==> src/hdl/kmeans_ctrl_pkg.sv <==
// k-means controller package
// phase encoding, register file map, shared widths and the
// packed control bundles that leave the controller
package kmeans_ctrl_pkg;

	localparam int PT_ADDR_W  = 9;  // point address in RAM
	localparam int REG_ID_W   = 4;  // register file register number
	localparam int MAX_CENT   = 8;  // centroid slots in the register map
	localparam int CENT_IDX_W = $clog2(MAX_CENT);

	// controller phase
	typedef enum logic [3:0] {
		PH_IDLE,
		PH_LOAD_RD,      // present centroid register to the core
		PH_LOAD_WR,      // classification block latches it
		PH_POINT_FIRST,  // first point address of a scan
		PH_FILL,
		PH_CLASSIFY,
		PH_DRAIN1,
		PH_DRAIN2,
		PH_MEAN,         // divider kicks off
		PH_CHECK,        // centroid walk, wait for convergence result
		PH_WRITEBACK,
		PH_IRQ
	} kmeans_phase_e;

	// register file map
	typedef enum logic [REG_ID_W-1:0] {
		REG_STATUS,
		REG_GO,
		REG_CENT_1,
		REG_CENT_2,
		REG_CENT_3,
		REG_CENT_4,
		REG_CENT_5,
		REG_CENT_6,
		REG_CENT_7,
		REG_CENT_8,
		REG_RAM_ADDR,
		REG_RAM_DATA,
		REG_FIRST_ADDR,
		REG_LAST_ADDR
	} reg_id_e;

	// RAM port, all strobes active low
	typedef struct packed {
		logic [PT_ADDR_W-1:0] addr;
		logic                 cs_n;
		logic                 oe_n;
		logic                 we_n;
	} ram_ctrl_t;

	// classification block controls
	typedef struct packed {
		logic in_reg_en;        // point input register
		logic accum_en;         // per-centroid accumulators
		logic pipe3_rst_n;      // third pipe stage clear
		logic first_iteration;  // centroids come from the register file
	} classify_ctrl_t;

	// mean divider and convergence check controls
	typedef struct packed {
		logic divider_en;
		logic conv_reg_en;
		logic conv_rst_n;
	} converge_ctrl_t;

	// centroid counter width, at least one bit
	function automatic int cent_cnt_w(input int n_cent);
		return (n_cent > 1) ? $clog2(n_cent) : 1;
	endfunction

	// register holding centroid k
	function automatic reg_id_e cent_reg(input logic [CENT_IDX_W-1:0] k);
		return reg_id_e'(REG_ID_W'(REG_CENT_1) + REG_ID_W'(k));
	endfunction

endpackage

==> src/hdl/kmeans_phase_fsm.sv <==
// k-means phase FSM
// steps load, scan, drain, mean and check phases per iteration,
// writes back on convergence and owns the interrupt flag
`timescale 1ns/1ps

module kmeans_phase_fsm (
	input  logic                          clk,
	input  logic                          rst_n,
	input  logic                          go,
	input  logic                          last_point,
	input  logic                          cent_last,
	input  logic                          converge_res_available,
	input  logic                          has_converged,
	output kmeans_ctrl_pkg::kmeans_phase_e phase,
	output logic                          irq
);

	kmeans_ctrl_pkg::kmeans_phase_e phase_nxt;
	logic                           go_seen;  // go sampled while idle

	assign go_seen = (phase == kmeans_ctrl_pkg::PH_IDLE) && go;

	always_comb begin
		phase_nxt = phase;  // stay by default
		case (phase)
			kmeans_ctrl_pkg::PH_IDLE: begin
				if (go)
					phase_nxt = kmeans_ctrl_pkg::PH_LOAD_RD;
			end
			kmeans_ctrl_pkg::PH_LOAD_RD:
				phase_nxt = kmeans_ctrl_pkg::PH_LOAD_WR;
			kmeans_ctrl_pkg::PH_LOAD_WR: begin
				// one rd/wr pair per centroid
				if (cent_last)
					phase_nxt = kmeans_ctrl_pkg::PH_POINT_FIRST;
				else
					phase_nxt = kmeans_ctrl_pkg::PH_LOAD_RD;
			end
			kmeans_ctrl_pkg::PH_POINT_FIRST:
				phase_nxt = kmeans_ctrl_pkg::PH_FILL;
			kmeans_ctrl_pkg::PH_FILL:
				phase_nxt = kmeans_ctrl_pkg::PH_CLASSIFY;
			kmeans_ctrl_pkg::PH_CLASSIFY: begin
				if (last_point)  // last address of the window issued
					phase_nxt = kmeans_ctrl_pkg::PH_DRAIN1;
			end
			kmeans_ctrl_pkg::PH_DRAIN1:
				phase_nxt = kmeans_ctrl_pkg::PH_DRAIN2;
			kmeans_ctrl_pkg::PH_DRAIN2:
				phase_nxt = kmeans_ctrl_pkg::PH_MEAN;
			kmeans_ctrl_pkg::PH_MEAN:
				phase_nxt = kmeans_ctrl_pkg::PH_CHECK;
			kmeans_ctrl_pkg::PH_CHECK: begin
				// has_converged only means something with the valid
				if (converge_res_available) begin
					if (has_converged)
						phase_nxt = kmeans_ctrl_pkg::PH_WRITEBACK;
					else
						phase_nxt = kmeans_ctrl_pkg::PH_POINT_FIRST;  // another iteration
				end
			end
			kmeans_ctrl_pkg::PH_WRITEBACK: begin
				if (cent_last)
					phase_nxt = kmeans_ctrl_pkg::PH_IRQ;
			end
			kmeans_ctrl_pkg::PH_IRQ:
				phase_nxt = kmeans_ctrl_pkg::PH_IDLE;
			default:
				phase_nxt = kmeans_ctrl_pkg::PH_IDLE;  // unused codes
		endcase
	end

	always_ff @(posedge clk) begin
		if (!rst_n) begin
			phase <= kmeans_ctrl_pkg::PH_IDLE;
			irq   <= 1'b0;
		end else begin
			phase <= phase_nxt;
			// set on the way out of PH_IRQ, dropped by the next go
			if (phase == kmeans_ctrl_pkg::PH_IRQ)
				irq <= 1'b1;
			else if (go_seen)
				irq <= 1'b0;
		end
	end

endmodule

==> src/hdl/point_addr_gen.sv <==
// point address generator
// walks first_addr..last_addr once per iteration and opens the
// RAM read window only for the cycles that carry those addresses
`timescale 1ns/1ps

module point_addr_gen (
	input  logic                                    clk,
	input  logic                                    rst_n,
	input  kmeans_ctrl_pkg::kmeans_phase_e          phase,
	input  logic [kmeans_ctrl_pkg::PT_ADDR_W-1:0]   first_addr,
	input  logic [kmeans_ctrl_pkg::PT_ADDR_W-1:0]   last_addr,
	output kmeans_ctrl_pkg::ram_ctrl_t              ram,
	output logic                                    last_point
);

	logic [kmeans_ctrl_pkg::PT_ADDR_W-1:0] offset_q;  // next offset after first_addr
	logic [kmeans_ctrl_pkg::PT_ADDR_W-1:0] cur_addr;
	logic [kmeans_ctrl_pkg::PT_ADDR_W-1:0] addr_q;
	logic                                  issuing;   // scan phases
	logic                                  active;    // address goes out this cycle
	logic                                  scan_done; // last_addr already issued
	logic                                  win_n_q;   // shared cs_n / oe_n

	assign issuing = phase inside {kmeans_ctrl_pkg::PH_POINT_FIRST,
		kmeans_ctrl_pkg::PH_FILL, kmeans_ctrl_pkg::PH_CLASSIFY};
	assign cur_addr = (phase == kmeans_ctrl_pkg::PH_POINT_FIRST) ?
		first_addr : first_addr + offset_q;
	// short windows finish before PH_CLASSIFY, window stays shut after that
	assign active     = issuing & ~scan_done;
	assign last_point = scan_done | (active & (cur_addr == last_addr));

	always_ff @(posedge clk) begin
		if (!rst_n) begin
			offset_q  <= '0;
			scan_done <= 1'b0;
			win_n_q   <= 1'b1;  // RAM deselected
		end else begin
			win_n_q   <= ~active;
			scan_done <= issuing & last_point;  // clears once the scan phases end
			if (phase == kmeans_ctrl_pkg::PH_POINT_FIRST)
				offset_q <= kmeans_ctrl_pkg::PT_ADDR_W'(1);
			else if (issuing)
				offset_q <= offset_q + 1'b1;
		end
	end

	// address register
	always_ff @(posedge clk) begin
		if (active)
			addr_q <= cur_addr;
	end

	assign ram = '{addr: addr_q, cs_n: win_n_q, oe_n: win_n_q, we_n: 1'b1};  // read only

endmodule

==> src/hdl/centroid_seq.sv <==
// centroid sequencer
// loads centroids from the register file, walks the centroid
// enables through each convergence check and writes the result back
`timescale 1ns/1ps

module centroid_seq #(
	parameter int N_CENT = 8
) (
	input  logic                                             clk,
	input  logic                                             rst_n,
	input  kmeans_ctrl_pkg::kmeans_phase_e                   phase,
	output logic [N_CENT-1:0]                                centroid_en,
	output logic [kmeans_ctrl_pkg::cent_cnt_w(N_CENT)-1:0]   cent_cnt,
	output logic                                             cent_last,
	output logic                                             go_signal,
	output logic                                             reg_write,
	output kmeans_ctrl_pkg::reg_id_e                         reg_num
);

	localparam int CNT_W = kmeans_ctrl_pkg::cent_cnt_w(N_CENT);

	logic [CNT_W-1:0]         cnt_nxt;
	logic [N_CENT-1:0]        cnt_onehot;
	kmeans_ctrl_pkg::reg_id_e cnt_reg;    // REG_CENT_1 + cnt
	logic                     walk_done;  // walk finished in this check

	assign cent_last  = (cent_cnt == CNT_W'(N_CENT - 1));
	assign cnt_nxt    = cent_last ? '0 : cent_cnt + 1'b1;  // wrap at N_CENT
	assign cnt_onehot = N_CENT'(1) << cent_cnt;
	assign cnt_reg    = kmeans_ctrl_pkg::cent_reg(kmeans_ctrl_pkg::CENT_IDX_W'(cent_cnt));

	always_ff @(posedge clk) begin
		if (!rst_n) begin
			cent_cnt    <= '0;
			walk_done   <= 1'b0;
			centroid_en <= '0;
			go_signal   <= 1'b0;
			reg_write   <= 1'b0;
			reg_num     <= kmeans_ctrl_pkg::REG_STATUS;
		end else begin
			centroid_en <= '0;  // enables off unless a phase drives them
			reg_write   <= 1'b0;
			case (phase)
				kmeans_ctrl_pkg::PH_IDLE:
					cent_cnt <= '0;
				kmeans_ctrl_pkg::PH_LOAD_RD: begin
					centroid_en <= cnt_onehot;
					reg_num     <= cnt_reg;  // read, reg_write stays low
					go_signal   <= 1'b1;     // core muxes RAM to us
				end
				kmeans_ctrl_pkg::PH_LOAD_WR: begin
					centroid_en <= centroid_en;  // keep while classifier latches
					cent_cnt    <= cnt_nxt;
				end
				kmeans_ctrl_pkg::PH_MEAN: begin
					cent_cnt  <= '0;
					walk_done <= 1'b0;
				end
				kmeans_ctrl_pkg::PH_CHECK: begin
					// one pass 0..N_CENT-1, then zero till the result
					if (!walk_done) begin
						centroid_en <= cnt_onehot;
						cent_cnt    <= cnt_nxt;
						walk_done   <= cent_last;
					end
				end
				kmeans_ctrl_pkg::PH_WRITEBACK: begin
					reg_write <= 1'b1;
					reg_num   <= cnt_reg;
					cent_cnt  <= cnt_nxt;
				end
				kmeans_ctrl_pkg::PH_IRQ:
					go_signal <= 1'b0;
				default: ;  // scan and drain phases
			endcase
		end
	end

endmodule

==> src/hdl/iteration_ctrl.sv <==
// iteration control decode
// turns the phase into registered enables and clears for the
// classification, mean divider and convergence check blocks
`timescale 1ns/1ps

module iteration_ctrl (
	input  logic                           clk,
	input  logic                           rst_n,
	input  kmeans_ctrl_pkg::kmeans_phase_e phase,
	output kmeans_ctrl_pkg::classify_ctrl_t classify,
	output kmeans_ctrl_pkg::converge_ctrl_t converge
);

	kmeans_ctrl_pkg::classify_ctrl_t classify_nxt;
	kmeans_ctrl_pkg::converge_ctrl_t converge_nxt;

	always_comb begin
		// point input register open across the whole scan
		classify_nxt.in_reg_en = phase inside {kmeans_ctrl_pkg::PH_POINT_FIRST,
			kmeans_ctrl_pkg::PH_FILL, kmeans_ctrl_pkg::PH_CLASSIFY};
		// accumulate until the last point leaves the pipe
		classify_nxt.accum_en = phase inside {kmeans_ctrl_pkg::PH_CLASSIFY,
			kmeans_ctrl_pkg::PH_DRAIN1};
		classify_nxt.pipe3_rst_n = (phase != kmeans_ctrl_pkg::PH_POINT_FIRST);

		// register file centroids only before the first scan
		if (phase == kmeans_ctrl_pkg::PH_IDLE)
			classify_nxt.first_iteration = 1'b1;
		else if (phase == kmeans_ctrl_pkg::PH_POINT_FIRST)
			classify_nxt.first_iteration = 1'b0;
		else
			classify_nxt.first_iteration = classify.first_iteration;

		converge_nxt.divider_en = phase inside {kmeans_ctrl_pkg::PH_DRAIN2,
			kmeans_ctrl_pkg::PH_MEAN, kmeans_ctrl_pkg::PH_CHECK};
		// sample divider results from mean until the check resolves
		converge_nxt.conv_reg_en = phase inside {kmeans_ctrl_pkg::PH_MEAN,
			kmeans_ctrl_pkg::PH_CHECK};
		// clear at each new scan and before fresh means, held while idle
		converge_nxt.conv_rst_n = !(phase inside {kmeans_ctrl_pkg::PH_IDLE,
			kmeans_ctrl_pkg::PH_POINT_FIRST, kmeans_ctrl_pkg::PH_DRAIN2});
	end

	always_ff @(posedge clk) begin
		if (!rst_n) begin
			classify <= '{in_reg_en: 1'b0, accum_en: 1'b0, pipe3_rst_n: 1'b0,
				first_iteration: 1'b1};
			converge <= '{divider_en: 1'b0, conv_reg_en: 1'b0, conv_rst_n: 1'b0};
		end else begin
			classify <= classify_nxt;
			converge <= converge_nxt;
		end
	end

endmodule

==> src/hdl/kmeans_ctrl_top.sv <==
// k-means sequencing controller
// phase FSM plus point address, centroid and iteration blocks,
// all outputs registered one clock behind the phase
`timescale 1ns/1ps

module kmeans_ctrl_top #(
	parameter int N_CENT = 8  // 1..MAX_CENT
) (
	input  logic                                           clk,
	input  logic                                           rst_n,
	// core handshake
	input  logic                                           go,
	input  logic [kmeans_ctrl_pkg::PT_ADDR_W-1:0]          first_addr,
	input  logic [kmeans_ctrl_pkg::PT_ADDR_W-1:0]          last_addr,
	output logic                                           irq,
	output logic                                           go_signal,
	output kmeans_ctrl_pkg::reg_id_e                       reg_num,
	output logic                                           reg_write,
	// point RAM
	output kmeans_ctrl_pkg::ram_ctrl_t                     ram,
	// classification block
	output kmeans_ctrl_pkg::classify_ctrl_t                classify,
	output logic [N_CENT-1:0]                              centroid_en,
	output logic [kmeans_ctrl_pkg::cent_cnt_w(N_CENT)-1:0] cent_cnt,
	// divider and convergence check
	output kmeans_ctrl_pkg::converge_ctrl_t                converge,
	input  logic                                           converge_res_available,
	input  logic                                           has_converged
);

	kmeans_ctrl_pkg::kmeans_phase_e phase;
	logic                           last_point;  // scan reached last_addr
	logic                           cent_last;   // centroid counter at N_CENT-1

	kmeans_phase_fsm u_fsm (
		.clk                    (clk),
		.rst_n                  (rst_n),
		.go                     (go),
		.last_point             (last_point),
		.cent_last              (cent_last),
		.converge_res_available (converge_res_available),
		.has_converged          (has_converged),
		.phase                  (phase),
		.irq                    (irq)
	);

	point_addr_gen u_addr (
		.clk        (clk),
		.rst_n      (rst_n),
		.phase      (phase),
		.first_addr (first_addr),
		.last_addr  (last_addr),
		.ram        (ram),
		.last_point (last_point)
	);

	centroid_seq #(.N_CENT(N_CENT)) u_cent (
		.clk         (clk),
		.rst_n       (rst_n),
		.phase       (phase),
		.centroid_en (centroid_en),
		.cent_cnt    (cent_cnt),
		.cent_last   (cent_last),
		.go_signal   (go_signal),
		.reg_write   (reg_write),
		.reg_num     (reg_num)
	);

	iteration_ctrl u_iter (
		.clk      (clk),
		.rst_n    (rst_n),
		.phase    (phase),
		.classify (classify),
		.converge (converge)
	);

endmodule

==> config.mk <==
export PLATFORM = sky130hd
export DESIGN_NAME = kmeans_ctrl_top
export DESIGN_NICKNAME = d
export VERILOG_FILES = /design/src/hdl/kmeans_ctrl_pkg.sv /design/src/hdl/kmeans_phase_fsm.sv /design/src/hdl/point_addr_gen.sv /design/src/hdl/centroid_seq.sv /design/src/hdl/iteration_ctrl.sv /design/src/hdl/kmeans_ctrl_top.sv
export SDC_FILE = /design/constraint.sdc
export NUM_CORES = 1
export LEC_CHECK = 0
export ABC_AREA = 1
export BUFFER_PORTS_ARGS = -buffer_cell sky130_fd_sc_hd__buf_2
export CAP_MARGIN = 20
export CORE_ASPECT_RATIO = 0.7
export CORE_UTILIZATION = 51
export CTS_BUF_LIST = sky130_fd_sc_hd__clkbuf_2
export DETAILED_ROUTE_END_ITERATION = 8
export PLACE_DENSITY = 0.86
export SETUP_SLACK_MARGIN = 0.02
export SLEW_MARGIN = 20
export SYNTH_ARGS = -nofsm -noshare
export SYNTH_HDL_FRONTEND = slang
export SYNTH_SLANG_ARGS = --single-unit
==> constraint.sdc <==
create_clock -name clk -period 2.1 [get_ports clk]
set_input_delay 0.105 -clock clk [delete_from_list [all_inputs] [get_ports clk]]
set_output_delay 0.105 -clock clk [all_outputs]
set_load 0.02 [all_outputs]
==> results of run 1 <==
==> layer usage <==
layer | vias to the layer above | global-route usage | part of all wire
li1 | 1401 | - | -
met1 | 1221 | 0.360 | 0.52
met2 | 90 | 0.356 | 0.41
met3 | 4 | 0.0500 | 0.069
met4 | 0 | 0.0383 | 0.0053
met5 | - | 0 | 0
==> flip-flops by register name, summed over array words and instances, names as in the netlist <==
signal	flops
u_cent.reg_num	4
u_cent.centroid_en	8
u_cent.go_signal	1
u_cent.walk_done	1
u_cent.cent_cnt	3
u_addr.scan_done	1
u_fsm.phase	4
u_addr.win_n_q	1
u_cent.reg_write	1
u_iter.classify	4
u_addr.offset_q	9
u_addr.addr_q	9
u_iter.converge	3
u_fsm.irq	1
==> critical path, delay by kind of cell, from the launching register on <==
family	cells	cell delay (ps)
simple gates	14	1280
flops	1	440
fa+ha+maj	1	300
compound gates	1	240
==> path summary, 6_finish.rpt <==
kind                                        startpoint                  to  slack (ps)  cells after the start
worst max-delay path                u_addr.offset_q[4]      u_fsm.phase[0]        -200                     16
worst min-delay path            converge_res_available      u_fsm.phase[3]          20                      4
worst max register to register      u_addr.offset_q[4]      u_fsm.phase[0]        -200                     16
worst min register to register      u_iter.classify[0]  u_iter.classify[0]         500                      2
==> report_power, final <==
part / internal (mW) / switching, mW
Clock: 0.0673 / 0.281
Combinational: 0.329 / 0.565
Sequential: 1.10 / 0.0587
==> placed cells by master, fill, tap and decap left out, types with 3 or more instances in the layout <==
| master | count |
|---|---|
| a21oi_1 | 18 |
| buf_2 | 58 |
| buf_4 | 25 |
| clkbuf_2 | 5 |
| dfxtp_1 | 40 |
| edfxtp_1 | 9 |
| ha_1 | 15 |
| inv_1 | 60 |
| nand2_1 | 89 |
| nand2_2 | 3 |
| nand3_1 | 36 |
| nand3b_1 | 8 |
| nand4_1 | 3 |
| nor2_1 | 44 |
| o211ai_1 | 3 |
| o21ai_0 | 19 |
| or2_2 | 4 |
| xor2_1 | 4 |
==> area by class of cell <==
cell class	count	area (sq um)	area share
repair buffers	83	478	0.143
well taps	72	90.1	0.0269
flip-flops and latches	50	1090	0.326
multi-input cells	268	1430	0.427
inverters	61	230	0.0688
clock buffers	5	25.0	0.00748
clock inverters	1	3.75	0.00112
==> through the flow <==
stage	util	setup TNS, ps	total power [mW]
2_1_floorplan	-	0	1.75
3_3_place_gp	0.625	-92.1	2.02
3_5_place_dp	0.625	-343	2.04
4_1_cts	0.633	-399	2.39
5_1_grt	0.637	-1310	2.56
6_report	0.637	-535	2.40
==> kinds of logic (layout without fill, tap and decap cells) <==
kind of cell,count (synthesis),in the layout
other,1,1
XOR/XNOR,5,5
AND/OR/NAND/NOR,195,195
AO/OA/AOI/OAI,50,50
adder cells (fa/ha/maj),17,17
buffers and inverters,72,150
flip-flops,50,50
==> what timing repair did <==
action | CTS | global route
gates resized for setup | 3 | 1
setup endpoints to repair | 3 | 6
buffers inserted | 0 | 2
pin swaps | 0 | 5
hold buffers | 0 | 0
==> summary.md, run 1 <==
| Metric | Value |
|---|---|
| Crit Path Class | reg2reg |
| CTS H-tree lvls | 2 |
| Count leader, synth | nand2_1 |
| Dominant cells by area after synthesis | dfxtp_1 (29%), nand2_1 (12%), edfxtp_1 (9.7%), inv_1 (8.1%), ha_1 (7.2%) |
| DP Area | between 0.003 and 0.004 sq mm |
| Post-synth top area share | 0.294 |
| Highest clock rate | 0.435 GHz |
| Synth Area per Inst | 7.17 sq um |
| Layout cells sized above 1 | 0.222 |
| Crit-path cells | ha_1 > a21oi_1 > nor2_1 > nor2_1 > nand3_1 > nand3_1 > nand2_1 > nand2_1 > nand2_1 > nor2_1 > nand3_1 > nand3_2 > nand2_2 > nand2_1 > nand2_1 > nor2_1 |
| Leakage | 1.80 nW |
| Status | finished, violations left |
| Worst path most repeated cell | nand2_1 |
| Initial Util | 0.532 |
| Pwr dens | a little over 700 mW/mm^2 |
| Arr. time, crit path | 2670 ps |
| Die area | 0.00579 sq mm |
| Cell taking the most area after synthesis | dfxtp_1 |
| Compound-Gate Fraction of Synth Area | 0.103 |
| Final hold viol count | 0 |
| Distinct cells, synth | 38 |
| Critical path peak fanout | 4 |
| GRT Total Usage | 0.240 |
| Simple-gate share of the synthesized area | 0.303 |
| Crit. End Element | flop |
| Die H | 63.9 microns |
| Placed insts | 532 |
| Longest Clk Path Bufs | 2 |
| Synth Net Count | 430 |
| Number of routed nets with antenna violations | 0 |
| TritonCTS clock tree | yes |
| Proportion of synthesized area in mux cells | 0 |
| Row count | 22 |
| Worst EP required | 2470 ps |
| RD Place Congestion | 0.907 |
| Syn Inst Count | 390 |
| Final min period | 2300 ps |
| DRT Wirelength | ~6.6 mm |
| First-pass GRT wire length | between 10 and 15 mm |
| Detailed-route via count | 2716 |
| Vias in the first global route | 2409 |
| Max Cap Viol | 0 |
| Post-synthesis adder-cell area fraction | 0.0788 |
| Synthesized cell area | 0.00280 sq mm |
| Detailed placement HPWL | 5.29 mm |
| Vias/cell | 5.03 |
| Hold Crit Class | in2reg |
| Synth warnings | 0 |
| Port Buf Inserts | 58 |
| Async set-reset flop share out of synthesis | 0 |
| Min Hold Slack | between 15 and 20 ps |
| Design Area, Final | about 0.0033 sq mm |
| Seq/Total Area, Yosys | 0.390 |
| Slew Viols, Final | 0 |
| Xor-xnor portion of the synthesized cell area | 0.0157 |
| Clock Sinks | 50 |
| First drt pass iteration count | 7 |
| #FFs+latches synth | 50 |
| Top cells by count, synth | nand2_1 (91), inv_1 (60), nor2_1 (44) |
| Inserted Clock Buffers | 5 |
| Number of flops mapped to enable cells by yosys | 9 |
| # fillers | 488 |
| Main combinational cell family by area after synthesis | simple AND/OR/NAND/NOR gates |
| Worst-path clk slew | 220 ps |
| Setup-failing EPs final | 3 |
| Initial drt markers | 290 |
| Placement Setup Slack | -157 ps |
| Die Wd | between 90 and 100 microns |
| Core ar. | 0.00526 sq mm |
| Grt ovf | 0 |
| Nets | a little over 500 |
| Share of the clock period used by the worst path | 1.10 |
| Antenna Cells | 0 |
| Drt drc | 1 |
| RSZ-0062 raised after global routing | true |
| Area Growth Syn to Fin | 19.7% |
| Clk Latency, worst-skew pair | 420 ps |
| Maximum VDD drop | 406 uV |
| Worst setup margin | -200 ps |
| Crit path launch type | flop |
| Pin count of the biggest net entering global routing | 20 |
| Io pins | 60 |
| Main synth FF type | dfxtp_1 |
| DR WL/cell | 12.2 microns |
| Worst path max stage delay | 440 ps |
| Non-filler cells, final | 540 |
| Initial antenna violation count | 0 |
| Clock Skews | between 10 and 15 ps |
| CP max stage cell | dfxtp_1 |
| CTS root buf | clkbuf_2 |
| Failing checks | DRC, setup timing |
No activity file was read; power rests on OpenSTA's default activity.
==> inputs of run 2 (changes only) <==
- CORE_UTILIZATION: 51 -> 52
- SYNTH_HIERARCHICAL: not set -> 1
==> run 2 against run 1 <==
Against the previous run: the run ends with setup timing left; wire length increased by 25%; sequential cell count unchanged; non-clock buffer count is 10 higher; global-route usage grew 0.85 points; setup slack got worse by 69 ps; count of clock-buffer cells in the layout unchanged; sequential share of layout area fell by 5.1 points.
==> summary.md, run 2 <==
| Metric | Value |
|---|---|
| Status | finished, violations left |
| Failing checks | setup timing |
| Antenna Cells | 0 (unchanged) |
| Highest clock rate | 0.422 GHz (-2.9%) |
| Count leader, synth | nand2_1 |
| GRT Total Usage | 0.248 (+0.00848) |
| Met3 usage | 0.0444 (-0.00556) |
| Die H | 68.0 microns (+6.3%) |
| Crit path launch type | flop |
| CTS H-tree lvls | 2 (unchanged) |
| Largest registers | u_addr/addr_q: 9 flops, u_addr/offset_q: 9 flops, u_cent/centroid_en: 8 flops |
| Worst path max stage delay | 510 ps (+70 ps) |
| Io pins | 60 (unchanged) |
| Die Wd | 96.2 microns (+6.3%) |
| Number of flops mapped to enable cells by yosys | 9 (unchanged) |
| Initial Util | 0.551 (+0.0189) |
| Clock Skews | 29.1 ps (+15.1 ps) |
| Layout cells sized above 1 | 0.305 (+0.0829) |
| # fillers | 453 (-7.2%) |
| Slew Viols, Final | 0 (unchanged) |
| Max Cap Viol | 0 (unchanged) |
| GR Util met2 | 0.387 (+0.0314) |
| Dominant cells by area after synthesis | dfxtp_1 (25%), nand2_1 (16%), edfxtp_1 (8.4%), nand3_1 (7.9%), inv_1 (7.4%) |
| CP delay by family, top | simple AND/OR/NAND/NOR gates |
| Distinct cells, synth | 38 (unchanged) |
| Pin count of the biggest net entering global routing | 24 (+20%) |
| Final hold viol count | 0 (unchanged) |
| Drt drc | 0 (-1) |
| Seq/Total Area, Yosys | 0.338 (-0.0527) |
| First drt pass iteration count | 6 (-1) |
| CP max stage cell | fa_2 |
| Number of routed nets with antenna violations | 0 (unchanged) |
| Leading cell types in the layout, fill and taps excluded | nand2_1 (135), inv_1 (63), buf_2 (58), nand3_1 (49), nor2_1 (34) |
| Async set-reset flop share out of synthesis | 0 (unchanged) |
| DRT Wirelength | 8.24 mm (+25%) |
| TritonCTS clock tree | yes |
| Initial antenna violation count | 0 (unchanged) |
| Clock Sinks | 50 (unchanged) |
| Critical path peak fanout | 3 (-1) |
| Nets | 606 (+19%) |
| #FFs+latches synth | 50 (unchanged) |
| Detailed placement HPWL | 6.00 mm (+13%) |
| DR WL/cell | 12.8 microns (+5.3%) |
| Row count | 23 (+4.5%) |
| Crit-path cells | ha_4 > fa_2 > nand2_1 > nand3_1 > nand2_1 > nor2_1 > nand2_1 > nor2_1 > nand2_1 > nor2_1 > nand3_1 > nand2_1 > inv_2 > nand3_4 > nand2_4 > nor2_4 > nand2_1 > a21oi_1 |
| Area Growth Syn to Fin | 25.0% |
| Most common cell after layout, fill and taps aside | nand2_1 |
| Synth warnings | 6 (+6) |
| Grt ovf | 0 (unchanged) |
| RD Place Congestion | 0.889 (-2.1%) |
| Port Buf Inserts | 58 (unchanged) |
| Pwr dens | 487 mW/mm^2 (-32%) |
| Crit. End Element | flop |
| Crit path buffers/inverters | 1 (+1) |
| Inserted Clock Buffers | 5 (unchanged) |
| Top cells by count, synth | nand2_1 (141), inv_1 (64), nand3_1 (51) |
| Cell taking the most area after synthesis | dfxtp_1 |
| Vias in the first global route | 2776 (+15%) |
| First-pass GRT wire length | 12.5 mm (+12%) |
| Non-filler cells, final | 642 (+19%) |
| Worst path most repeated cell | nand2_1 |
| Setup-failing EPs final | 3 (unchanged) |
| Main synth FF type | dfxtp_1 |
| Post-synth top area share | 0.254 (-0.0397) |
| Worst EP required | 2480 ps (about the same) |
| Synth Area per Inst | 6.80 sq um (-5.1%) |
| Core ar. | 0.00587 sq mm (+12%) |
| Worst-path clk slew | 270 ps (+50 ps) |
| Syn Inst Count | 475 (+22%) |
| Layer with the highest usage | met2 |
| Longest Clk Path Bufs | 2 (unchanged) |
| Share of the clock period used by the worst path | 1.13 (+0.0327) |
| Placed insts | 629 (+18%) |
| Die area | 0.00654 sq mm (+13%) |
| Synthesized cell area | 0.00323 sq mm (+16%) |
| Synth Net Count | 515 (+20%) |
| Final min period | 2370 ps (+68.6 ps) |
| Vias/cell | 5.20 (+3.4%) |
| Clk Latency, worst-skew pair | 430 ps (about the same) |
| GR Layer Usage met1 | 0.356 (-0.00485) |
| RSZ-0062 raised after global routing | true |
| Maximum VDD drop | 349 uV (-14%) |
| Detailed-route via count | 3340 (+23%) |
| Initial drt markers | 339 (+17%) |
| Arr. time, crit path | 2750 ps (+80 ps) |
| CTS root buf | clkbuf_2 |
| Crit Path Class | reg2reg |
| Leakage | 2.11 nW (+17%) |
| Worst setup margin | -269 ps (-68.6 ps) |
| Hold Crit Class | in2reg |
| Min Hold Slack | 57.4 ps (+40.3 ps) |
==> run 2: cell count changes in the layout (fill, tap and decap cells not counted), sizes merged, moves of 8 or more <==
cell and delta:
nand3 +14, o21ai -12, nand2 +60, inv +15, buf +8
==> run 2: kinds of logic after synthesis <==
logic type	share of synthesized area
XOR/XNOR	0.00271
other	0.00116
buffers and inverters	0.110
AND/OR/NAND/NOR	0.423
AO/OA/AOI/OAI	0.0573
flip-flops	0.338
adder cells (fa/ha/maj)	0.0681
==> run 2: tightest hold or removal path, stage by stage <==
cell	delay [ps]
buf_2	90
nand2_1	50
nand2_1	50
inv_1	30
nand3_1	90
a21oi_1	60
==> run 2: final timing paths <==
| path | startpoint | to | slack, ps | cells after the start |
|---|---|---|---|---|
| hold reg to reg | u_iter/classify[0] | u_iter/classify[0] | 470 | 2 |
| setup reg to reg | u_addr/offset_q[0] | u_fsm/phase[1] | -270 | 18 |
| hold / removal | last_addr[8] | u_addr/scan_done | 60 | 6 |
| setup / recovery | u_addr/offset_q[0] | u_fsm/phase[1] | -270 | 18 |
==> run 2: where the power goes <==
group	leakage, nW	total (mW)	switching, mW	internal, mW
clock network	0.0436	0.530	0.321	0.209
registers	0.419	1.02	0.0203	1.00
logic	1.65	0.415	0.262	0.153
==> run 2: cell type report <==
type,instances,area [sq um],area share
Timing Repair Buffer,93,558,0.138
Inverter,76,285,0.0706
Sequential cell,50,1110,0.275
Tap cell,75,93.8,0.0232
Clock inverter,3,47.5,0.0118
Clock buffer,5,25.0,0.00619
Multi-Input combinational cell,340,1920,0.475
==> run 2: per-layer routing <==
| metal | up-vias | share of wire |
|---|---|---|
| met3 | 12 | 0.079 |
| met1 | 1493 | 0.47 |
| met5 | - | 0 |
| met4 | 0 | 0.0095 |
| met2 | 151 | 0.44 |
| li1 | 1684 | - |
==> run 2: through the flow <==
step | util | instance area (sq um) | setup slack [ps] | total power [mW] | TNS, ps
finish | 0.688 | 4040 | -269 | 1.97 | -748
global route | 0.688 | 4040 | -434 | 2.06 | -1240
CTS | 0.667 | 3920 | -194 | 1.95 | -564
detailed placement | 0.649 | 3810 | -222 | 1.42 | -643
global placement | 0.649 | 3810 | -131 | 1.41 | -381
floorplan | - | 3270 | -29.6 | 1.30 | -71.2
==> run 2: what timing repair did <==
action,CTS,global route
hold buffers,2,0
pin swaps,0,5
hold endpoints to repair,2,0
buffers inserted,0,3
setup endpoints to repair,3,5
gates cloned,0,0
gates resized for setup,3,21
